### config.mk
export PLATFORM = sky130hd
export DESIGN_NAME = stream_source
export DESIGN_NICKNAME = d
export VERILOG_FILES = /design/src/stream_source_pkg.sv /design/src/source_addr_gen.sv /design/src/source_ctrl_fsm.sv /design/src/stream_merge.sv /design/src/stream_source.sv /design/src/tcdm_port_buffer.sv
export SDC_FILE = /design/constraint.sdc
export NUM_CORES = 1
export LEC_CHECK = 0
export ABC_AREA = 1
export BUFFER_PORTS_ARGS = -buffer_cell sky130_fd_sc_hd__buf_2
export CORE_MARGIN = 2
export CORE_UTILIZATION = 55
export DETAILED_ROUTE_END_ITERATION = 8
export PLACE_DENSITY = 0.8
export RECOVER_POWER = 50
export SLEW_MARGIN = 15
export SYNTH_ARGS = -nofsm -noshare
export SYNTH_HDL_FRONTEND = slang
export SYNTH_SLANG_ARGS = --single-unit
### constraint.sdc
create_clock -name clk_i -period 3.2 [get_ports clk_i]
set_clock_uncertainty 0.2 [all_clocks]
set_input_delay 0.16 -clock clk_i [delete_from_list [all_inputs] [get_ports clk_i]]
set_output_delay 0.16 -clock clk_i [all_outputs]
set_load 0.03 [all_outputs]
### src/stream_source_pkg.sv
// ==========================================================
// stream source package
// widths, port count and shared types of the memory to
// stream source streamer
// ==========================================================

package stream_source_pkg;

  // memory side
  localparam int unsigned WORD_W     = 32;  // one tcdm word
  localparam int unsigned NB_PORTS   = 2;   // parallel load ports
  localparam int unsigned ADDR_W     = 32;  // byte address
  localparam int unsigned WORD_BYTES = WORD_W / 8;

  // stream side
  localparam int unsigned DATA_W     = WORD_W * NB_PORTS;
  localparam int unsigned BEAT_BYTES = WORD_BYTES * NB_PORTS; // addr step per beat

  // job counters
  localparam int unsigned CNT_W      = 16;

  // byte address
  typedef logic [ADDR_W-1:0] addr_t;

  // single memory word
  typedef logic [WORD_W-1:0] word_t;

  // wide output beat, port 0 sits in the low word
  typedef logic [DATA_W-1:0] data_t;

  // transfer size, line length and position counters
  typedef logic [CNT_W-1:0]  cnt_t;

  // job controller states
  typedef enum logic {
    SRC_IDLE    = 1'b0,  // waiting for a start
    SRC_WORKING = 1'b1   // issuing loads
  } source_state_e;

endpackage

### src/source_addr_gen.sv
// ==========================================================
// source address generator
// walks a 2d word aligned pattern one wide beat per advance
// and flags the last beat of the job
// ==========================================================

`timescale 1ns/1ps

module source_addr_gen (
  input  logic                     clk_i,
  input  logic                     rst_ni,
  input  logic                     clear_i,
  input  logic                     start_i,       // accepted job start
  input  logic                     advance_i,     // beat granted, step on
  input  stream_source_pkg::addr_t base_addr_i,
  input  stream_source_pkg::cnt_t  line_length_i,
  input  stream_source_pkg::addr_t line_stride_i,
  input  stream_source_pkg::cnt_t  trans_size_i,
  output stream_source_pkg::addr_t addr_o,
  output logic                     last_o
);

  stream_source_pkg::addr_t line_start_q;  // first beat of current line
  stream_source_pkg::addr_t addr_q;        // current beat address
  stream_source_pkg::cnt_t  pos_q;         // beat position inside the line
  stream_source_pkg::cnt_t  beat_cnt_q;    // beats already advanced
  stream_source_pkg::addr_t next_line;
  logic                     line_end;

  assign next_line = line_start_q + line_stride_i;
  assign line_end  = (pos_q == line_length_i - stream_source_pkg::cnt_t'(1));

  // walker state
  always_ff @(posedge clk_i or negedge rst_ni) begin
    if (!rst_ni) begin
      line_start_q <= '0;
      addr_q       <= '0;
      pos_q        <= '0;
      beat_cnt_q   <= '0;
    end else if (clear_i) begin
      line_start_q <= '0;
      addr_q       <= '0;
      pos_q        <= '0;
      beat_cnt_q   <= '0;
    end else if (start_i) begin
      // job begins at the base address
      line_start_q <= base_addr_i;
      addr_q       <= base_addr_i;
      pos_q        <= '0;
      beat_cnt_q   <= '0;
    end else if (advance_i) begin
      beat_cnt_q <= beat_cnt_q + stream_source_pkg::cnt_t'(1);
      if (line_end) begin
        // wrap to the start of the next line
        line_start_q <= next_line;
        addr_q       <= next_line;
        pos_q        <= '0;
      end else begin
        addr_q <= addr_q + stream_source_pkg::addr_t'(stream_source_pkg::BEAT_BYTES);
        pos_q  <= pos_q + stream_source_pkg::cnt_t'(1);
      end
    end
  end

  assign addr_o = addr_q;

  // final beat of the job, straight from the counter
  assign last_o = (beat_cnt_q == trans_size_i - stream_source_pkg::cnt_t'(1));

endmodule

### src/source_ctrl_fsm.sv
// ==========================================================
// source controller
// idle/working job sequencer, raises the grouped memory
// request and pulses done after the last grant
// ==========================================================

`timescale 1ns/1ps

module source_ctrl_fsm (
  input  logic clk_i,
  input  logic rst_ni,
  input  logic clear_i,
  input  logic start_i,       // job request from the controller
  input  logic ready_i,       // stream sink ready
  input  logic gnt_i,         // group grant from memory
  input  logic last_i,        // generator sits on the last beat
  output logic req_o,         // group load request
  output logic advance_o,     // step the address generator
  output logic job_start_o,   // accepted start, loads the generator
  output logic ready_start_o,
  output logic busy_o,
  output logic done_o
);

  stream_source_pkg::source_state_e state_q, state_d;
  logic                             done_q;
  logic                             last_gnt;

  // request only while the sink can take the returning beat
  assign req_o       = (state_q == stream_source_pkg::SRC_WORKING) & ready_i;
  assign advance_o   = req_o & gnt_i;
  assign last_gnt    = advance_o & last_i;
  assign job_start_o = (state_q == stream_source_pkg::SRC_IDLE) & start_i;

  // status flags
  assign ready_start_o = (state_q == stream_source_pkg::SRC_IDLE);
  assign busy_o        = (state_q == stream_source_pkg::SRC_WORKING);
  assign done_o        = done_q;

  // next state
  always_comb begin
    state_d = state_q;
    case (state_q)
      stream_source_pkg::SRC_IDLE: begin
        if (start_i) begin
          state_d = stream_source_pkg::SRC_WORKING;
        end
      end
      stream_source_pkg::SRC_WORKING: begin
        if (last_gnt) begin
          state_d = stream_source_pkg::SRC_IDLE;  // last load is out
        end
      end
      default: begin
        state_d = stream_source_pkg::SRC_IDLE;
      end
    endcase
  end

  always_ff @(posedge clk_i or negedge rst_ni) begin
    if (!rst_ni) begin
      state_q <= stream_source_pkg::SRC_IDLE;
      done_q  <= 1'b0;
    end else if (clear_i) begin
      state_q <= stream_source_pkg::SRC_IDLE;
      done_q  <= 1'b0;
    end else begin
      state_q <= state_d;
      done_q  <= last_gnt;  // lines up with the last beat going valid
    end
  end

endmodule

### src/stream_merge.sv
// ==========================================================
// stream merge
// joins the per-port words into one wide beat and retires
// all ports together on a sink handshake
// ==========================================================

`timescale 1ns/1ps

module stream_merge (
  input  logic [stream_source_pkg::NB_PORTS-1:0] valid_i,
  input  stream_source_pkg::word_t               data_i [stream_source_pkg::NB_PORTS],
  output logic [stream_source_pkg::NB_PORTS-1:0] ready_o,
  output logic                                   valid_o,
  output stream_source_pkg::data_t               data_o,
  input  logic                                   ready_i
);

  logic all_valid;
  logic beat_hs;  // wide beat accepted

  // beat exists only once every port has its word
  assign all_valid = &valid_i;
  assign valid_o   = all_valid;
  assign beat_hs   = all_valid & ready_i;

  // pack in port order
  always_comb begin
    data_o = '0;
    for (int i = 0; i < stream_source_pkg::NB_PORTS; i++) begin
      data_o[i*stream_source_pkg::WORD_W +: stream_source_pkg::WORD_W] = data_i[i];
    end
  end

  // same ready to every port so none runs ahead
  always_comb begin
    for (int i = 0; i < stream_source_pkg::NB_PORTS; i++) begin
      ready_o[i] = beat_hs;
    end
  end

endmodule

### src/stream_source.sv
// ==========================================================
// stream source
// memory to stream source streamer, loads a 2d pattern on
// parallel tcdm ports and emits one wide valid/ready stream
// ==========================================================

`timescale 1ns/1ps

module stream_source (
  input  logic                                   clk_i,
  input  logic                                   rst_ni,
  input  logic                                   clear_i,
  // control
  input  logic                                   start_i,
  input  stream_source_pkg::addr_t               base_addr_i,
  input  stream_source_pkg::cnt_t                trans_size_i,
  input  stream_source_pkg::cnt_t                line_length_i,
  input  stream_source_pkg::addr_t               line_stride_i,
  output logic                                   ready_start_o,
  output logic                                   busy_o,
  output logic                                   done_o,
  // memory ports
  output logic [stream_source_pkg::NB_PORTS-1:0] mem_req_o,
  output stream_source_pkg::addr_t               mem_addr_o [stream_source_pkg::NB_PORTS],
  input  logic                                   mem_gnt_i,   // one grant per group
  input  logic [stream_source_pkg::NB_PORTS-1:0] mem_rvalid_i,
  input  stream_source_pkg::word_t               mem_rdata_i [stream_source_pkg::NB_PORTS],
  // output stream
  output stream_source_pkg::data_t               data_o,
  output logic                                   valid_o,
  input  logic                                   ready_i
);

  logic                                   job_start;
  logic                                   advance;
  logic                                   last_beat;
  logic                                   group_req;
  stream_source_pkg::addr_t               beat_addr;
  logic [stream_source_pkg::NB_PORTS-1:0] port_valid;
  logic [stream_source_pkg::NB_PORTS-1:0] port_ready;
  stream_source_pkg::word_t               port_data [stream_source_pkg::NB_PORTS];

  source_ctrl_fsm i_ctrl_fsm (
    .clk_i         ( clk_i         ),
    .rst_ni        ( rst_ni        ),
    .clear_i       ( clear_i       ),
    .start_i       ( start_i       ),
    .ready_i       ( ready_i       ),
    .gnt_i         ( mem_gnt_i     ),
    .last_i        ( last_beat     ),
    .req_o         ( group_req     ),
    .advance_o     ( advance       ),
    .job_start_o   ( job_start     ),
    .ready_start_o ( ready_start_o ),
    .busy_o        ( busy_o        ),
    .done_o        ( done_o        )
  );

  source_addr_gen i_addr_gen (
    .clk_i         ( clk_i         ),
    .rst_ni        ( rst_ni        ),
    .clear_i       ( clear_i       ),
    .start_i       ( job_start     ),
    .advance_i     ( advance       ),
    .base_addr_i   ( base_addr_i   ),
    .line_length_i ( line_length_i ),
    .line_stride_i ( line_stride_i ),
    .trans_size_i  ( trans_size_i  ),
    .addr_o        ( beat_addr     ),
    .last_o        ( last_beat     )
  );

  // one load port per word of the beat
  for (genvar i = 0; i < stream_source_pkg::NB_PORTS; i++) begin : gen_port
    assign mem_req_o[i]  = group_req;  // whole group asks together
    assign mem_addr_o[i] = beat_addr
                         + stream_source_pkg::addr_t'(i * stream_source_pkg::WORD_BYTES);

    tcdm_port_buffer i_port_buffer (
      .clk_i    ( clk_i           ),
      .rst_ni   ( rst_ni          ),
      .clear_i  ( clear_i         ),
      .rvalid_i ( mem_rvalid_i[i] ),
      .rdata_i  ( mem_rdata_i[i]  ),
      .valid_o  ( port_valid[i]   ),
      .data_o   ( port_data[i]    ),
      .ready_i  ( port_ready[i]   )
    );
  end

  stream_merge i_merge (
    .valid_i ( port_valid ),
    .data_i  ( port_data  ),
    .ready_o ( port_ready ),
    .valid_o ( valid_o    ),
    .data_o  ( data_o     ),
    .ready_i ( ready_i    )
  );

endmodule

### src/tcdm_port_buffer.sv
// ==========================================================
// tcdm port buffer
// passes a returning load word straight through and keeps
// it for later when the stream is stalled
// ==========================================================

`timescale 1ns/1ps

module tcdm_port_buffer (
  input  logic                     clk_i,
  input  logic                     rst_ni,
  input  logic                     clear_i,
  input  logic                     rvalid_i,  // response from memory
  input  stream_source_pkg::word_t rdata_i,
  output logic                     valid_o,   // towards the merge
  output stream_source_pkg::word_t data_o,
  input  logic                     ready_i
);

  logic                     valid_q;  // a word is parked
  stream_source_pkg::word_t data_q;

  // fresh response wins, otherwise the parked one
  assign valid_o = rvalid_i | valid_q;
  assign data_o  = rvalid_i ? rdata_i : data_q;

  // occupancy
  always_ff @(posedge clk_i or negedge rst_ni) begin
    if (!rst_ni) begin
      valid_q <= 1'b0;
    end else if (clear_i) begin
      valid_q <= 1'b0;
    end else begin
      if (rvalid_i & ready_i) begin
        valid_q <= 1'b0;       // bypassed in the same cycle
      end else if (rvalid_i) begin
        valid_q <= 1'b1;       // stalled, keep it
      end else if (valid_q & ready_i) begin
        valid_q <= 1'b0;       // parked word retired
      end
    end
  end

  // word storage
  always_ff @(posedge clk_i) begin
    if (rvalid_i) begin
      data_q <= rdata_i;
    end
  end

endmodule

==> insert_results.sql, run 1 <==
INSERT INTO impl_metrics (metric_group, metric, value, unit) VALUES
('hold_path', 'holdPathStages', '5', ''),
('hold_path', 'hold_path_class', 'in -> reg', ''),
('synth', 'ys_seq_elements', '164', ''),
('floorplanning', 'row_count', '54', ''),
('sta', 'final_min_period_over_clock_period', '0.960', ''),
('placement', 'place_hpwl', '31100', 'µm'),
('pwr', 'power_per_cell_area', '504', 'nW/µm²'),
('synth', 'syn_area_per_cell', '6.13', 'µm²'),
('pwr', 'power.leakage', '8.54', 'nW'),
('final_layout', 'layout.cells.most_common_list', 'nand2_1 (820), buf_2 (272), inv_1 (230), nor2_1 (201), nand3_1 (130)', ''),
('worst_setup_path', 'cp_data_required_time', '2840', 'ps'),
('final_layout', 'stdcell_area', '15200', 'µm²'),
('sta', 'final_period_minus_worst_setup_slack', '3070', 'ps'),
('synth', 'number_of_flops_mapped_to_enable_cells_by_yosys', '0', ''),
('route', 'detail_route.vias_per_cell', '5.24', ''),
('synth', 'syn_inst', '1967', ''),
('clock_tree', 'clockRootBuffer', 'clkbuf_16', ''),
('run', 'cap_violations', '1', ''),
('clock_tree', 'worst_skew_late_latency', '430', 'ps'),
('sta', 'finalMaxSlewViolations', '36', ''),
('sta', 'report.final.hold_viol_count', '0', ''),
('clock_tree', 'cts-root-to-sink-buffers', '2', ''),
('grt', 'grt.overflow.total', '0', ''),
('floorplanning', 'initial_core_util', '0.556', ''),
('worst_setup_path', 'setup.worst_path.start_class', 'flip-flop', ''),
('floorplanning', 'die_w', '152', 'µm'),
('final_layout', 'areaGrowthSynthToFinish', '26.4', '%'),
('route', 'route.detailed.drc', '0', ''),
('final_layout', 'num-fill-cells', '1915', ''),
('sta', 'rsz0062_at_grt', 'yes', ''),
('status', 'violations', 'max-capacitance violations, max-slew violations', ''),
('final_layout', 'layout.core_utilization', '0.703', ''),
('hold_path', 'hold_start', 'base_addr_i[17]', ''),
('synth', 'ys_dominant_reg_cell', 'dfrtp_1', ''),
('route', 'antenna_left', '0', ''),
('route', 'drt_pass1_iterations', '6', ''),
('final_layout', 'layout.cells.most_common', 'nand2_1', ''),
('worst_setup_path', 'critical_path.reg2reg.startpoint', 'i_ctrl_fsm.busy_o', ''),
('grt', 'grt_pass1_wl', '67300', 'µm'),
('sta', 'worst_slew_pin_slew', '2160', 'ps'),
('synth', 'post_synth_and_or_nand_nor_area_fraction', '0.424', ''),
('sta', 'setup-tns-final', '0', 'ps'),
('route', 'drt_iter0_markers', '1284', ''),
('synth', 'post_synth_xor_area_fraction', '0.0748', ''),
('worst_setup_path', 'rr_worst_depth', '11', ''),
('pwr', 'vdd.ir_drop.worst', '0.000415', 'V'),
('placement', 'placedInstanceArea', '13800', 'µm²'),
('synth', 'ys_async_sr_fraction', '0.610', ''),
('route', 'vias_after_detailed_routing', '13800', ''),
('grt', 'pin_count_of_the_biggest_net_entering_global_routing', '80', ''),
('sta', 'timing.fmax', '325', 'MHz'),
('synth', 'synth.mux.area_fraction', '0', ''),
('status', 'outcome', 'finished with violations', ''),
('worst_setup_path', 'cp.arrival', '2710', 'ps'),
('synth', 'synth-seq-area-share', '0.314', ''),
('clock_tree', 'cts_made_buffers', '17', ''),
('hold_path', 'hold_path_end', 'i_addr_gen.addr_o[17]', ''),
('worst_setup_path', 'worstPathMaxFanout', '6', ''),
('placement', 'place_ws', '385', 'ps'),
('grt', 'total_routing_resource_utilization_after_global_routing', '0.359', ''),
('pwr', 'power.total', '0.00769', 'W'),
('sta', 'setup_ws', '128', 'ps'),
('clock_tree', 'clk_transition_reported_paths', '70', 'ps'),
('synth', 'yosys_warnings', '0', ''),
('worst_setup_path', 'worst_setup_ep_type', 'primary output', ''),
('worst_setup_path', 'timing.setup.critical_path_class', 'reg -> out', ''),
('grt', 'first_global_vias', '13400', ''),
('synth', 'syn-cell-area', '12100', 'µm²'),
('sta', 'relSlewSlack', '-0.438', ''),
('worst_setup_path', 'worstReg2RegEnd', 'i_addr_gen.line_start_q[27]', ''),
('final_layout', 'final_layout_size_suffix_gt1_frac', '0.150', '');
==> power breakdown <==
part	switching, W	total [W]	internal (W)	leakage (nW)
Combinational	0.00207	0.00306	0.000986	6.38
Clock	0.000991	0.00209	0.00109	0.296
Sequential	0.000246	0.00255	0.00230	1.87
==> routing by layer <==
metal	wire (µm)	global-route usage	vias up
met4	2340	0.195	0
met1	16400	0.426	6194
met5	0	0	-
li1	-	-	6847
met2	20100	0.614	600
met3	3190	0.0693	138
==> sequential cells by signal (all words and copies together) (netlist names) <==
name,count
i_addr_gen.addr_o,32
i_ctrl_fsm.busy_o,1
i_addr_gen.line_start_q,32
gen_port.i_port_buffer.valid_q,2
i_ctrl_fsm.done_o,1
i_addr_gen.pos_q,16
i_addr_gen.beat_cnt_q,16
gen_port.i_port_buffer.data_q,64
==> Yosys cell counts, types with 5 or more instances <==
library cell    n  area, µm²
a21oi_1        55        275
and2_1          5       31.3
buf_2          16       80.1
buf_4           8       60.1
clkbuf_1       32        120
dfrtp_1       100       2500
dfxtp_1        64       1280
ha_1           37        463
inv_1         230        863
inv_2           5       18.8
nand2_1       820       3080
nand3_1       130        651
nand3b_1       10       75.1
nand4_1        33        206
nor2_1        203        762
nor3_1         23        115
o21ai_0        46        230
or2_2          12       75.1
xnor2_1        39        342
xor2_1         64        561
==> final cells by class <==
| class | instances | area, µm² | share of cell area |
|---|---|---|---|
| Multi-Input combinational cell | 1507 | 7110 | 0.467 |
| Sequential cell | 164 | 3780 | 0.248 |
| Antenna cell | 4 | 10.0 | 0.000656 |
| Tap cell | 280 | 350 | 0.0230 |
| Clock buffer | 18 | 450 | 0.0295 |
| Clock inverter | 14 | 145 | 0.00952 |
| Inverter | 236 | 886 | 0.0581 |
| Timing Repair Buffer | 409 | 2510 | 0.164 |
==> kinds of logic (layout without fill, tap and decap cells) <==
kind of cell / Yosys count / in the layout
other cells: 0 / 4
xor+xnor: 103 / 103
fa+ha+maj: 38 / 38
compound gates: 114 / 114
flops: 164 / 164
simple gates: 1252 / 1252
buf+inv: 296 / 677
==> worst max path at each step <==
stage                               from                     endpoint  cells after the start
CTS                 i_addr_gen.addr_o[4]               mem_addr_o[27]                      9
floorplan           i_addr_gen.addr_o[4]               mem_addr_o[27]                      8
global route        i_addr_gen.addr_o[3]               mem_addr_o[22]                     11
finish              i_addr_gen.addr_o[3]               mem_addr_o[30]                     11
global placement        line_length_i[0]  i_addr_gen.line_start_q[25]                     15
detailed placement      line_length_i[0]  i_addr_gen.line_start_q[22]                     15
==> stage by stage <==
stage                     std cells  hold slack (ps)
after CTS                      2625           0.0181
final                          2632             19.1
after global placement         2506            -41.5
after detailed placement       2506            -41.0
after global routing           2632             37.8
after floorplan                1967             -336
==> critical path, stage by stage, from the launching register on <==
cell and delay (ps):
dfrtp_1 460, ha_1 220, nand3_1 120, nor2_1 180
inv_1 120, nor2_1 240, inv_1 90, nor2_1 190
inv_1 110, nor2_1 190, xor2_1 150, buf_2 210
==> repair_timing <==
action / CTS / global route
setup buffers: 0 / 3
hold buffers: 87 / 0
resized for setup: 0 / 2
setup endpoints to repair: 0 / 8
endpoints found under the hold margin: 204 / 0
(Power assumes the default switching activity.)
==> run 2: changes to the inputs <==
Settings changed: CORE_UTILIZATION 55 to 30, GPL_TIMING_DRIVEN set to 0, PLACE_DENSITY 0.8 to 0.48.
==> run 2 against run 1 <==
The flow still finishes with violations (max-capacitance violations, max-slew violations). Register-to-register slack worse by 120 ps. Combinational power increased by 3%. Routed wire length grew 13%. Sequential cell count did not move. Critical endpoint is now mem_addr_o[28]. Largest cell class unchanged. Highest routed layer is now met5.
==> insert_results.sql, run 2 (synthesis results as in run 1) <==
INSERT INTO impl_metrics (metric_group, metric, value, unit) VALUES
('status', 'outcome', 'finished with violations', ''),
('status', 'violations', 'max-capacitance violations, max-slew violations', ''),
('floorplanning', 'row_count', '73', ''),
('worst_setup_path', 'worstPathMaxFanout', '7', ''),
('route', 'antenna_left', '0', ''),
('pwr', 'power_per_cell_area', '503', 'nW/µm²'),
('clock_tree', 'worst_skew_late_latency', '430', 'ps'),
('worst_setup_path', 'cp_data_required_time', '2840', 'ps'),
('floorplanning', 'initial_core_util', '0.304', ''),
('clock_tree', 'tritoncts', 'yes', ''),
('sta', 'worst_slew_pin_slew', '2080', 'ps'),
('final_layout', 'areaGrowthSynthToFinish', '31.4', '%'),
('placement', 'place_hpwl', '38800', 'µm'),
('grt', 'grt.overflow.total', '0', ''),
('sta', 'finalMaxSlewViolations', '41', ''),
('clock_tree', 'h_tree_lvls', '4', ''),
('pwr', 'power.total', '0.00798', 'W'),
('worst_setup_path', 'crit_path_cell_trace', 'ha_1 -> nand3_1 -> nor2_2 -> inv_1 -> nor3_2 -> nand2_1 -> nor2_2 -> nand2_1 -> xnor2_1 -> buf_2', ''),
('route', 'vias_after_detailed_routing', '13300', ''),
('route', 'drt_iter0_markers', '685', ''),
('route', 'drt_pass1_iterations', '5', ''),
('final_layout', 'num-fill-cells', '4401', ''),
('floorplanning', 'io_pins', '302', ''),
('worst_setup_path', 'worst_setup_ep_type', 'primary output', ''),
('worst_setup_path', 'setup.worst_path.start_class', 'flip-flop', ''),
('floorplanning', 'die_w', '205', 'µm'),
('final_layout', 'final_layout_size_suffix_gt1_frac', '0.152', ''),
('placement', 'numPlacedInstances', '2792', ''),
('pwr', 'power.leakage', '8.64', 'nW'),
('placement', 'port_buffers', '299', ''),
('sta', 'timing.fmax', '325', 'MHz'),
('clock_tree', 'cts_made_buffers', '17', ''),
('sta', 'whs', '20.4', 'ps'),
('floorplanning', 'core', '39700', 'µm²'),
('final_layout', 'layout.cells.most_common', 'nand2_1', ''),
('clock_tree', 'clock-sinks', '164', ''),
('pwr', 'vdd.ir_drop.worst', '0.000299', 'V'),
('clock_tree', 'clk_transition_reported_paths', '70', 'ps'),
('final_layout', 'antenna_diode_count', '0', ''),
('final_layout', 'largest_register_ffs', '64', ''),
('placement', 'gpl.final_weighted_congestion', '0.907', ''),
('worst_setup_path', 'cpMaxStageDelayCell', 'dfrtp_2', ''),
('sta', 'setup_violations', '0', ''),
('grt', 'grt_antenna_before_repair', '2', ''),
('sta', 'final_period_minus_worst_setup_slack', '3070', 'ps'),
('worst_setup_path', 'critical-path-max-stage-delay', '480', 'ps'),
('sta', 'report.final.hold_viol_count', '0', ''),
('grt', 'pin_count_of_the_biggest_net_entering_global_routing', '61', ''),
('sta', 'relSlewSlack', '-0.388', ''),
('floorplanning', 'die_h', '205', 'µm'),
('worst_setup_path', 'timing.critical_path.buf_inv', '2', ''),
('worst_setup_path', 'critical-path-top-delay-family', 'simple AND/OR/NAND/NOR gates', ''),
('clock_tree', 'clockRootBuffer', 'clkbuf_16', ''),
('grt', 'first_global_vias', '13300', ''),
('final_layout', 'max_flop_register', 'gen_port.i_port_buffer.data_q', ''),
('final_layout', 'final-instance-count-excl-fill', '2919', ''),
('hold_path', 'hold_path_class', 'in -> reg', ''),
('route', 'wire_per_inst', '16.2', 'µm'),
('worst_setup_path', 'timing.setup.critical_path_class', 'reg -> out', ''),
('worst_setup_path', 'cp.arrival', '2710', 'ps'),
('floorplanning', 'dieArea', '41800', 'µm²'),
('final_layout', 'final_net_count', '2587', ''),
('run', 'cap_violations', '1', ''),
('sta', 'final_min_period_over_clock_period', '0.961', ''),
('route', 'route.detailed.drc', '0', ''),
('grt', 'grt_pass1_wl', '72500', 'µm'),
('route', 'finalWirelength', '47300', 'µm'),
('grt', 'total_routing_resource_utilization_after_global_routing', '0.226', ''),
('final_layout', 'layout.cells.most_common_list', 'nand2_1 (820), buf_2 (279), inv_1 (230), nor2_1 (194), nand3_1 (130)', ''),
('clock_tree', 'cts-root-to-sink-buffers', '2', ''),
('route', 'detail_route.vias_per_cell', '4.56', '');
[run 2: power by group]
part / internal [W] / leakage, nW / switching, W / total, W
Sequential: 0.00230 / 1.87 / 0.000246 / 0.00255
Clock: 0.00136 / 0.324 / 0.000910 / 0.00227
Combinational: 0.00100 / 6.45 / 0.00216 / 0.00316
[run 2: final timing paths]
kind / start / to / slack, ps / cells after the start
worst max-delay path: i_addr_gen.addr_o[2] / mem_addr_o[28] / 130 / 10
worst min-delay path: base_addr_i[17] / i_addr_gen.addr_o[17] / 20 / 5
worst max register to register: i_ctrl_fsm.busy_o / i_addr_gen.addr_o[25] / 290 / 11
worst min register to register: gen_port[1].i_port_buffer.data_q[5] / gen_port[1].i_port_buffer.data_q[5] / 240 / 2
max in group asynchronous: rst_ni / gen_port[1].i_port_buffer.valid_q / 760 / 2
min in group asynchronous: rst_ni / i_addr_gen.line_start_q[29] / 800 / 2
[run 2: metrics by stage]
| stage | worst slack [ps] | utilization | TNS [ps] | instance area (µm²) |
|---|---|---|---|---|
| 2_1_floorplan | 428 | - | 0 | 12100 |
| 3_3_place_gp | 18.8 | 0.358 | 0 | 14200 |
| 3_5_place_dp | 49.8 | 0.359 | 0 | 14300 |
| 4_1_cts | 7.06 | 0.400 | 0 | 15900 |
| 5_1_grt | -21.2 | 0.399 | -21.2 | 15900 |
| 6_report | 126 | 0.399 | 0 | 15900 |
[run 2: cell type report]
cell class                      instances  area, µm²  area share
Clock buffer                           26        586      0.0369
Multi-Input combinational cell       1507       7150       0.451
Buffer                                 60        290      0.0183
Tap cell                              525        657      0.0414
Clock inverter                          6       68.8     0.00434
Inverter                              236        886      0.0559
Timing Repair Buffer                  395       2430       0.153
Sequential cell                       164       3790       0.239
[run 2: worst reg2reg max path, cell delays in order, from the launching register on]
cell and delay, ps:
dfrtp_1 450, inv_1 140, nand2_2 250, inv_2 140
nor2_2 300, inv_2 160, nor2_1 210, inv_1 180
buf_2 250, buf_2 250, nand3_1 200, nand2_1 70
[run 2: metal layers]
metal	wire length (µm)	GRT usage
met5	23	0
met3	2130	0.0363
met2	22900	0.404
met4	1580	0.0828
met1	20700	0.274
[run 2: timing repair]
item / 4_1_cts / 5_1_grt
setup endpoints to repair: 11 / 57
gates resized for setup: 9 / 9
hold buffers: 93 / 0
endpoints found under the hold margin: 203 / 0
pin swaps: 1 / 1
buffers inserted: 2 / 0
